`config.mk`:
```
export PLATFORM = sky130hd
export DESIGN_NAME = sensor_readout_top
export DESIGN_NICKNAME = d
export VERILOG_FILES = /design/src/hdl/i2c_pkg.sv /design/src/hdl/i2c_step_timer.sv /design/src/hdl/i2c_transfer_sequencer.sv /design/src/hdl/measurement_poller.sv /design/src/hdl/sensor_readout_top.sv
export SDC_FILE = /design/constraint.sdc
export NUM_CORES = 1
export LEC_CHECK = 0
export ABC_AREA = 1
export BUFFER_PORTS_ARGS = -buffer_cell sky130_fd_sc_hd__buf_2
export CAP_MARGIN = 20
export CORE_MARGIN = 8
export CORE_UTILIZATION = 45
export CTS_CLUSTER_SIZE = 16
export DETAILED_ROUTE_END_ITERATION = 16
export PLACE_DENSITY = 0.71
export SKIP_CTS_REPAIR_TIMING = 1
export SYNTH_ARGS = -nofsm -noshare
export SYNTH_HDL_FRONTEND = slang
export SYNTH_SLANG_ARGS = --single-unit
```
`constraint.sdc`:
```
create_clock -name clock -period 12.91 [get_ports clock]
set_clock_uncertainty 0.1 [all_clocks]
set_input_delay 0.6455 -clock clock [delete_from_list [all_inputs] [get_ports clock]]
set_output_delay 0.6455 -clock clock [all_outputs]
set_load 0.01 [all_outputs]
```
`src/hdl/i2c_pkg.sv`:
```
// shared widths, timing constants and the sequencer state encoding
// for the I2C sensor readout; modules pull this in with a wildcard import
package i2c_pkg;

	localparam int STEP_DIVIDE = 4; // clocks per sequencer step
	localparam int POLL_INTERVAL = 64; // idle clocks between transfers
	localparam int DATA_BYTES = 4; // bytes read back per transfer

	typedef logic [6:0] i2c_address_t;
	typedef logic [7:0] i2c_byte_t;
	typedef logic [8:0] i2c_step_t;
	typedef logic [31:0] sample_t; // byte_a in the top byte
	typedef logic [7:0] error_count_t;
	typedef logic [$clog2(STEP_DIVIDE)-1:0] step_phase_t;
	typedef logic [$clog2(POLL_INTERVAL)-1:0] poll_count_t;

	// step table, counted down from FIRST_STEP to 1
	localparam i2c_step_t FIRST_STEP = 9'd300;
	localparam i2c_step_t ABORT_STEP = 9'd10; // lands just before the final stop
	localparam i2c_step_t WR_ADDR_STEP = 9'd278; // first step of address + write bit
	localparam i2c_step_t RD_ADDR_STEP = 9'd219; // first step of address + read bit
	localparam i2c_step_t ADDR_STEPS = 9'd24; // 8 bits, 3 steps each
	localparam i2c_step_t DATA_STEP = 9'd169; // first step of the first data byte
	localparam i2c_step_t BYTE_STEPS = 9'd40; // spacing of data byte windows

	localparam step_phase_t STEP_LAST = step_phase_t'(STEP_DIVIDE - 1);
	localparam poll_count_t POLL_LAST = poll_count_t'(POLL_INTERVAL - 1);

	typedef enum logic {
		SEQ_IDLE,
		SEQ_RUN
	} sequencer_state_t;

endpackage

```
`src/hdl/i2c_step_timer.sv`:
```
// free-running divider for the I2C sequencer
// step_tick is high for one clock out of every STEP_DIVIDE, which sets
// the length of one table step and so the SCL rate
`timescale 1ns/100ps

module i2c_step_timer import i2c_pkg::*; (
	input  logic clock,
	input  logic rst,
	output logic step_tick
);

	step_phase_t count;

	always_ff @(posedge clock) begin
		if (rst) begin
			count <= '0;
			step_tick <= 1'b0;
		end else begin
			step_tick <= (count == STEP_LAST); // one pulse per wrap
			if (count == STEP_LAST) begin
				count <= '0;
			end else begin
				count <= count + 1'b1;
			end
		end
	end

endmodule

```
`src/hdl/i2c_transfer_sequencer.sv`:
```
// step-table I2C master for one fixed sensor transaction
// write address + ACK check, stop, read address + ACK check, four bytes
// (ACK, ACK, ACK, NACK) and a final stop; start_transfer is taken in idle only
// and busy stays high until the step count is back at zero
`timescale 1ns/100ps

module i2c_transfer_sequencer import i2c_pkg::*; (
	input  logic         clock,
	input  logic         rst,
	input  logic         step_tick,
	input  logic         start_transfer,
	input  i2c_address_t address,
	input  logic         sda_in,
	output logic         scl,
	output logic         sda_out,
	output logic         sda_dir,
	output logic         busy,
	output logic         nack,
	output i2c_byte_t    byte_a,
	output i2c_byte_t    byte_b,
	output i2c_byte_t    byte_c,
	output i2c_byte_t    byte_d
);

	sequencer_state_t state;
	i2c_step_t step; // counts down, 0 when idle
	i2c_byte_t shift_byte; // address out, data in

	logic tick_run;
	logic in_addr;
	logic in_data;
	logic data_bits;
	logic [1:0] phase;
	logic [1:0] byte_sel;
	i2c_step_t addr_off;
	i2c_step_t data_off;
	i2c_step_t data_slot;

	// bit-level strobes decoded from the step number
	logic drive_bit;
	logic scl_rise;
	logic scl_fall;
	logic sample_bit;
	logic byte_done;

	assign busy = (state == SEQ_RUN);
	assign tick_run = step_tick && (state == SEQ_RUN);

	// address and data bits repeat every 3 steps
	// and are decoded by their offset into the window
	always_comb begin
		in_addr = 1'b0;
		in_data = 1'b0;
		addr_off = '0;
		data_off = '0;
		byte_sel = '0;
		data_slot = DATA_STEP - step;
		if (step <= WR_ADDR_STEP && step > WR_ADDR_STEP - ADDR_STEPS) begin
			in_addr = 1'b1;
			addr_off = WR_ADDR_STEP - step;
		end else if (step <= RD_ADDR_STEP && step > RD_ADDR_STEP - ADDR_STEPS) begin
			in_addr = 1'b1;
			addr_off = RD_ADDR_STEP - step;
		end else if (step <= DATA_STEP && data_slot < DATA_BYTES * BYTE_STEPS) begin
			in_data = 1'b1;
			byte_sel = 2'(data_slot / BYTE_STEPS);
			data_off = data_slot % BYTE_STEPS;
		end
		phase = in_addr ? 2'(addr_off % 3) : 2'(data_off % 3);
		data_bits = in_data && data_off != '0 && data_off <= 24; // 8 bits x 3 steps

		drive_bit = in_addr && phase == 2'd0;
		scl_rise = (in_addr && phase == 2'd1) || (data_bits && phase == 2'd1)
			|| (in_data && data_off == 9'd32);
		scl_fall = (in_addr && phase == 2'd2) || (data_bits && phase == 2'd0)
			|| (in_data && data_off == 9'd33);
		sample_bit = data_bits && phase == 2'd2; // scl is high here
		byte_done = in_data && data_off == 9'd25;
	end

	always_ff @(posedge clock) begin
		if (rst) begin
			state <= SEQ_IDLE;
			step <= '0;
			scl <= 1'b1; // idle bus, master driving high
			sda_out <= 1'b1;
			sda_dir <= 1'b1;
			nack <= 1'b0;
		end else if (state == SEQ_IDLE) begin
			if (start_transfer) begin
				state <= SEQ_RUN;
				step <= FIRST_STEP;
				nack <= 1'b0;
			end
		end else if (step_tick) begin
			step <= step - 1'b1;
			if (step == 9'd1) begin
				state <= SEQ_IDLE;
			end
			if (drive_bit) sda_out <= shift_byte[7]; // msb first
			if (scl_rise) scl <= 1'b1;
			if (scl_fall) scl <= 1'b0;
			if (in_data) begin
				case (data_off)
					9'd0: sda_dir <= 1'b0; // target drives the byte
					9'd30: sda_dir <= 1'b1;
					9'd31: sda_out <= (byte_sel == 2'd3); // NACK only the last byte
					default: ;
				endcase
			end
			case (step)
				9'd300: begin
					sda_dir <= 1'b1;
					scl <= 1'b1;
					sda_out <= 1'b1;
				end

				// start, then address with write bit
				9'd289: sda_out <= 1'b1;
				9'd288: scl <= 1'b1;
				9'd287: sda_out <= 1'b0; // start condition
				9'd286: scl <= 1'b0;

				// ACK for the write address
				9'd249: sda_dir <= 1'b0;
				9'd248: scl <= 1'b1;
				9'd247: nack <= sda_in;
				9'd246: scl <= 1'b0;
				9'd245: sda_dir <= 1'b1;
				9'd244: if (nack) step <= ABORT_STEP;

				// stop
				9'd240: sda_out <= 1'b1;
				9'd239: sda_out <= 1'b0;
				9'd238: scl <= 1'b1;
				9'd237: sda_out <= 1'b1; // stop condition

				// repeated start, then address with read bit
				9'd229: sda_out <= 1'b1;
				9'd228: scl <= 1'b1;
				9'd227: sda_out <= 1'b0;
				9'd226: scl <= 1'b0;

				// ACK for the read address; SDA stays released for the data
				9'd189: sda_dir <= 1'b0;
				9'd188: scl <= 1'b1;
				9'd187: nack <= sda_in;
				9'd186: scl <= 1'b0;
				9'd184: if (nack) step <= ABORT_STEP;

				// final stop and abort target
				9'd9: sda_dir <= 1'b1;
				9'd8: sda_out <= 1'b1;
				9'd7: sda_out <= 1'b0;
				9'd6: scl <= 1'b1;
				9'd5: sda_out <= 1'b1;

				9'd1: begin
					sda_dir <= 1'b1;
					scl <= 1'b1;
					sda_out <= 1'b1;
				end
				default: ;
			endcase
		end
	end

	// byte shifter and held data bytes
	always_ff @(posedge clock) begin
		if (tick_run) begin
			if (step == 9'd286) begin
				shift_byte <= {address, 1'b0}; // write
			end else if (step == 9'd226) begin
				shift_byte <= {address, 1'b1}; // read
			end else if (drive_bit) begin
				shift_byte <= {shift_byte[6:0], 1'b0};
			end else if (sample_bit) begin
				shift_byte <= {shift_byte[6:0], sda_in};
			end
			if (byte_done) begin
				case (byte_sel)
					2'd0: byte_a <= shift_byte;
					2'd1: byte_b <= shift_byte;
					2'd2: byte_c <= shift_byte;
					2'd3: byte_d <= shift_byte;
				endcase
			end
		end
	end

	a_busy_step: assert property (@(posedge clock) disable iff (rst)
		busy |-> step != '0);

	// data may only move while the clock holds still, else a false start/stop
	a_scl_sda: assert property (@(posedge clock) disable iff (rst)
		(!$past(rst) && $changed(scl)) |-> $stable(sda_out));

endmodule

```
`src/hdl/measurement_poller.sv`:
```
// periodic transfer scheduler for the sensor readout
// fires start_transfer after POLL_INTERVAL idle clocks, then on the end of
// each transfer either packs the four bytes into sample or counts a NACK
`timescale 1ns/100ps

module measurement_poller import i2c_pkg::*; (
	input  logic         clock,
	input  logic         rst,
	input  logic         poll_enable,
	input  logic         busy,
	input  logic         nack,
	input  i2c_byte_t    byte_a,
	input  i2c_byte_t    byte_b,
	input  i2c_byte_t    byte_c,
	input  i2c_byte_t    byte_d,
	output logic         start_transfer,
	output sample_t      sample,
	output logic         sample_valid,
	output error_count_t nack_count
);

	poll_count_t interval_count;
	logic busy_d;
	logic busy_fall;

	assign busy_fall = busy_d && !busy; // transfer just ended

	always_ff @(posedge clock) begin
		if (rst) begin
			interval_count <= '0;
			start_transfer <= 1'b0;
			busy_d <= 1'b0;
			sample_valid <= 1'b0;
			nack_count <= '0;
		end else begin
			busy_d <= busy;
			start_transfer <= 1'b0;
			sample_valid <= 1'b0;

			// hold off while a start is in flight, busy rises a clock later
			if (busy || !poll_enable || start_transfer) begin
				interval_count <= '0;
			end else if (interval_count == POLL_LAST) begin
				interval_count <= '0;
				start_transfer <= 1'b1;
			end else begin
				interval_count <= interval_count + 1'b1;
			end

			if (busy_fall) begin
				if (!nack) begin
					sample_valid <= 1'b1;
				end else if (nack_count != '1) begin
					nack_count <= nack_count + 1'b1; // saturates
				end
			end
		end
	end

	// sample only changes on a good transfer, previous one is overwritten
	always_ff @(posedge clock) begin
		if (busy_fall && !nack) begin
			sample <= {byte_a, byte_b, byte_c, byte_d};
		end
	end

	a_no_start_busy: assert property (@(posedge clock) disable iff (rst)
		!(start_transfer && busy));

endmodule

```
`src/hdl/sensor_readout_top.sv`:
```
// top level of the I2C sensor readout
// step timer paces the transfer sequencer, the poller schedules transfers
// and collects samples; SDA is split into sda_out/sda_dir/sda_in and the
// open-drain line is resolved outside
`timescale 1ns/100ps

module sensor_readout_top import i2c_pkg::*; (
	input  logic         clock,
	input  logic         rst,
	input  logic         poll_enable,
	input  i2c_address_t target_address,
	input  logic         sda_in,
	output logic         scl,
	output logic         sda_out,
	output logic         sda_dir,
	output sample_t      sample,
	output logic         sample_valid,
	output error_count_t nack_count
);

	logic step_tick;
	logic start_transfer;
	logic busy;
	logic nack;
	i2c_byte_t byte_a;
	i2c_byte_t byte_b;
	i2c_byte_t byte_c;
	i2c_byte_t byte_d;

	i2c_step_timer i2c_step_timer_inst (
		.clock     (clock),
		.rst       (rst),
		.step_tick (step_tick)
	);

	i2c_transfer_sequencer i2c_transfer_sequencer_inst (
		.clock          (clock),
		.rst            (rst),
		.step_tick      (step_tick),
		.start_transfer (start_transfer),
		.address        (target_address),
		.sda_in         (sda_in),
		.scl            (scl),
		.sda_out        (sda_out),
		.sda_dir        (sda_dir),
		.busy           (busy),
		.nack           (nack),
		.byte_a         (byte_a),
		.byte_b         (byte_b),
		.byte_c         (byte_c),
		.byte_d         (byte_d)
	);

	measurement_poller measurement_poller_inst (
		.clock          (clock),
		.rst            (rst),
		.poll_enable    (poll_enable),
		.busy           (busy),
		.nack           (nack),
		.byte_a         (byte_a),
		.byte_b         (byte_b),
		.byte_c         (byte_c),
		.byte_d         (byte_d),
		.start_transfer (start_transfer),
		.sample         (sample),
		.sample_valid   (sample_valid),
		.nack_count     (nack_count)
	);

endmodule

```
==> metrics <==
outcome finished, final reports clean; synthesized area 6130 sq um; commonest non-fill, non-tap cell in the layout nand2_1; period utilisation layout 0.547; Yosys reg bits 106; Max IR drop VDD 0.0679 mV; Leak 3.01 nW; synthesized net count 774; post-synthesis sequential area ratio 0.464; placer congestion estimate 0.996; commonest non-fill, non-tap cells in the layout 182 x nand2_1, 86 x inv_1, 72 x edfxtp_1; Overall Power 0.000631 W; CP peak stage delay around 0.66 ns; Unique masters post-synth 47; Max Slew Vio Count 0; Max Fclk 142 MHz; critical path's slowest cell dfxtp_1; final hold vios 0; CTS H-Tree Depth 3; largest net degree at the start of global routing 33; CP Max Fanout 12; CTS Root Cell clkbuf_16; Worst Max-Slew Pin Slew 0.728 ns; Crit path required time about 13 ns; total track usage 0.152; WP data arrival approximately 7 ns; router iterations before antenna repair 5; total congestion overflow 0; CTS Buffer Depth 2; DRC 0; vias in the first global route approximately 4600; DR vias/cell a little over 5; area added between synthesis and finish 12.5%; Setup TNS Final 0 ns; DP HPWL 10300 um; CTS tree built; Starting Density 0.461; clock slew at reported path FFs approximately 0.07 ns; worst path bufs/invs 7; worst-skew pair later-pin latency 0.35 ns; final core utilization 0.519; Vias 5046; row count 42; first-pass GRT wire length 22300 um; Iteration-0 DRC Markers 375; power per cell area 91.4 nW/um^2; Slew HR 0.514; post-layout min period 7.06 ns; Yosys warnings 0; Layout Nets 832; # diodes 0; Die W 133 um; RSZ-0062 raised after global routing no; Clock Sinks 106; class of the worst hold path register to register; nature of the critical path endpoint register; initial antenna violation count 0; max-cap violations 0; Die Area 17600 sq um; layout cell share with drive strength beyond 1 0.179; CP dominant cell by count nand2_1; CTS Buf Count 9; syn avg cell area 8.28 sq um; placed inst area 6590 sq um; type of origin of the critical path register; Routed Antenna Nets 0; critical path class register to register; Die Y 133 um; routed wire length 13400 um; IO buf count 54; post-DR wirelength/cell about 14 um; setup violators final 0; Post-Synthesis Cells 740; delay-heaviest family, CP simple AND/OR/NAND/NOR gates; design area 6900 sq um; Core ar. between 10000 and 15000 sq um; Ports 55
==> area by class of cell <==
type                       instances  area, sq um
clock buffer                      10          229
clock inverter                     6         56.3
fill                            1237         6400
inverter                          97          365
multi-input combinational        525         2880
sequential                       106         2840
tap                              176          220
timing repair buffer              59          308
==> through the flow <==
step,setup WS (ns),cells,hold slack [ns]
CTS,5.93,976,0.319
global route,5.07,979,0.324
floorplan,6.87,740,0.300
global placement,6.17,960,0.302
finish,5.85,979,0.319
detailed placement,5.97,960,0.305
==> flip-flops by register name (all words and copies together), names as in the netlist <==
signal / flops
measurement_poller_inst.sample: 32
i2c_transfer_sequencer_inst.step: 9
i2c_transfer_sequencer_inst.byte_a: 8
i2c_transfer_sequencer_inst.byte_b: 8
i2c_transfer_sequencer_inst.byte_c: 8
i2c_transfer_sequencer_inst.byte_d: 8
i2c_transfer_sequencer_inst.shift_byte: 8
measurement_poller_inst.nack_count: 8
measurement_poller_inst.interval_count: 6
i2c_step_timer_inst.count: 2
i2c_step_timer_inst.step_tick: 1
i2c_transfer_sequencer_inst.busy: 1
i2c_transfer_sequencer_inst.nack: 1
i2c_transfer_sequencer_inst.scl: 1
i2c_transfer_sequencer_inst.sda_dir: 1
i2c_transfer_sequencer_inst.sda_out: 1
measurement_poller_inst.busy_d: 1
measurement_poller_inst.sample_valid: 1
measurement_poller_inst.start_transfer: 1
==> synth_stat cells (all sizes together) <==
master	instances	area [sq um]
o311ai	1	8.76
and2	2	12.5
nand2	208	871
a31oi	4	25.0
a311oi	1	8.76
o211ai	1	7.51
xor2	10	95.1
a21oi	29	149
edfxtp	72	2160
nand4	25	171
ha	23	288
nor3	4	20.0
o21ai	38	213
a211oi	2	15.0
nor2	71	295
o22ai	6	37.5
buf	8	51.3
dfxtp	34	681
o31ai	5	37.5
nand3	70	410
o221ai	3	26.3
nor4	7	43.8
or2	4	25.0
and3	1	6.26
nor3b	3	22.5
clkinv	3	12.5
a221oi	2	17.5
a21boi	1	11.3
xnor2	1	16.3
clkbuf	4	15.0
nand3b	3	22.5
inv	94	353
==> routing by layer <==
metal  vias to the layer above  global-route usage  share of wire
met2                       167               0.247           0.44
met3                        25              0.0394          0.069
met4                         0              0.0435          0.019
met5                         -                   0              0
li1                       2604                   -              -
met1                      2250               0.196           0.47
==> path summary, 6_finish.rpt <==
kind | from | endpoint | slack [ns] | depth (start not counted)
max | i2c_transfer_sequencer_inst.step[3]$_SDFFE_PP0P_ | i2c_transfer_sequencer_inst.shift_byte[7]$_DFFE_PP_ | 5.85 | 44
min | i2c_transfer_sequencer_inst.byte_c[2]$_DFFE_PP_ | measurement_poller_inst.sample[10]$_DFFE_PP_ | 0.32 | 0
max reg2reg | i2c_transfer_sequencer_inst.step[3]$_SDFFE_PP0P_ | i2c_transfer_sequencer_inst.shift_byte[7]$_DFFE_PP_ | 5.85 | 44
min reg2reg | i2c_transfer_sequencer_inst.byte_c[2]$_DFFE_PP_ | measurement_poller_inst.sample[10]$_DFFE_PP_ | 0.32 | 0
==> cells by family (layout without fill, tap and decap cells) <==
kind of cell,count (synthesis),in the layout,synth area share
AND/OR/NAND/NOR,398,398,0.310
buffers and inverters,109,172,0.0704
adder cells (fa/ha/maj),23,23,0.0469
AO/OA/AOI/OAI,93,93,0.0908
XOR/XNOR,11,11,0.0182
flip-flops,106,106,0.464
==> power by group <==
| part | total (W) | leakage, nW | switching [W] | internal [W] |
|---|---|---|---|---|
| clock | 0.000264 | 0.138 | 0.000129 | 0.000135 |
| combinational | 0.00000701 | 1.96 | 0.00000420 | 0.00000281 |
| sequential | 0.000360 | 0.922 | 0.000000677 | 0.000359 |
| total | 0.000631 | 3.01 | 0.000133 | 0.000497 |
(Power assumes the default switching activity.)
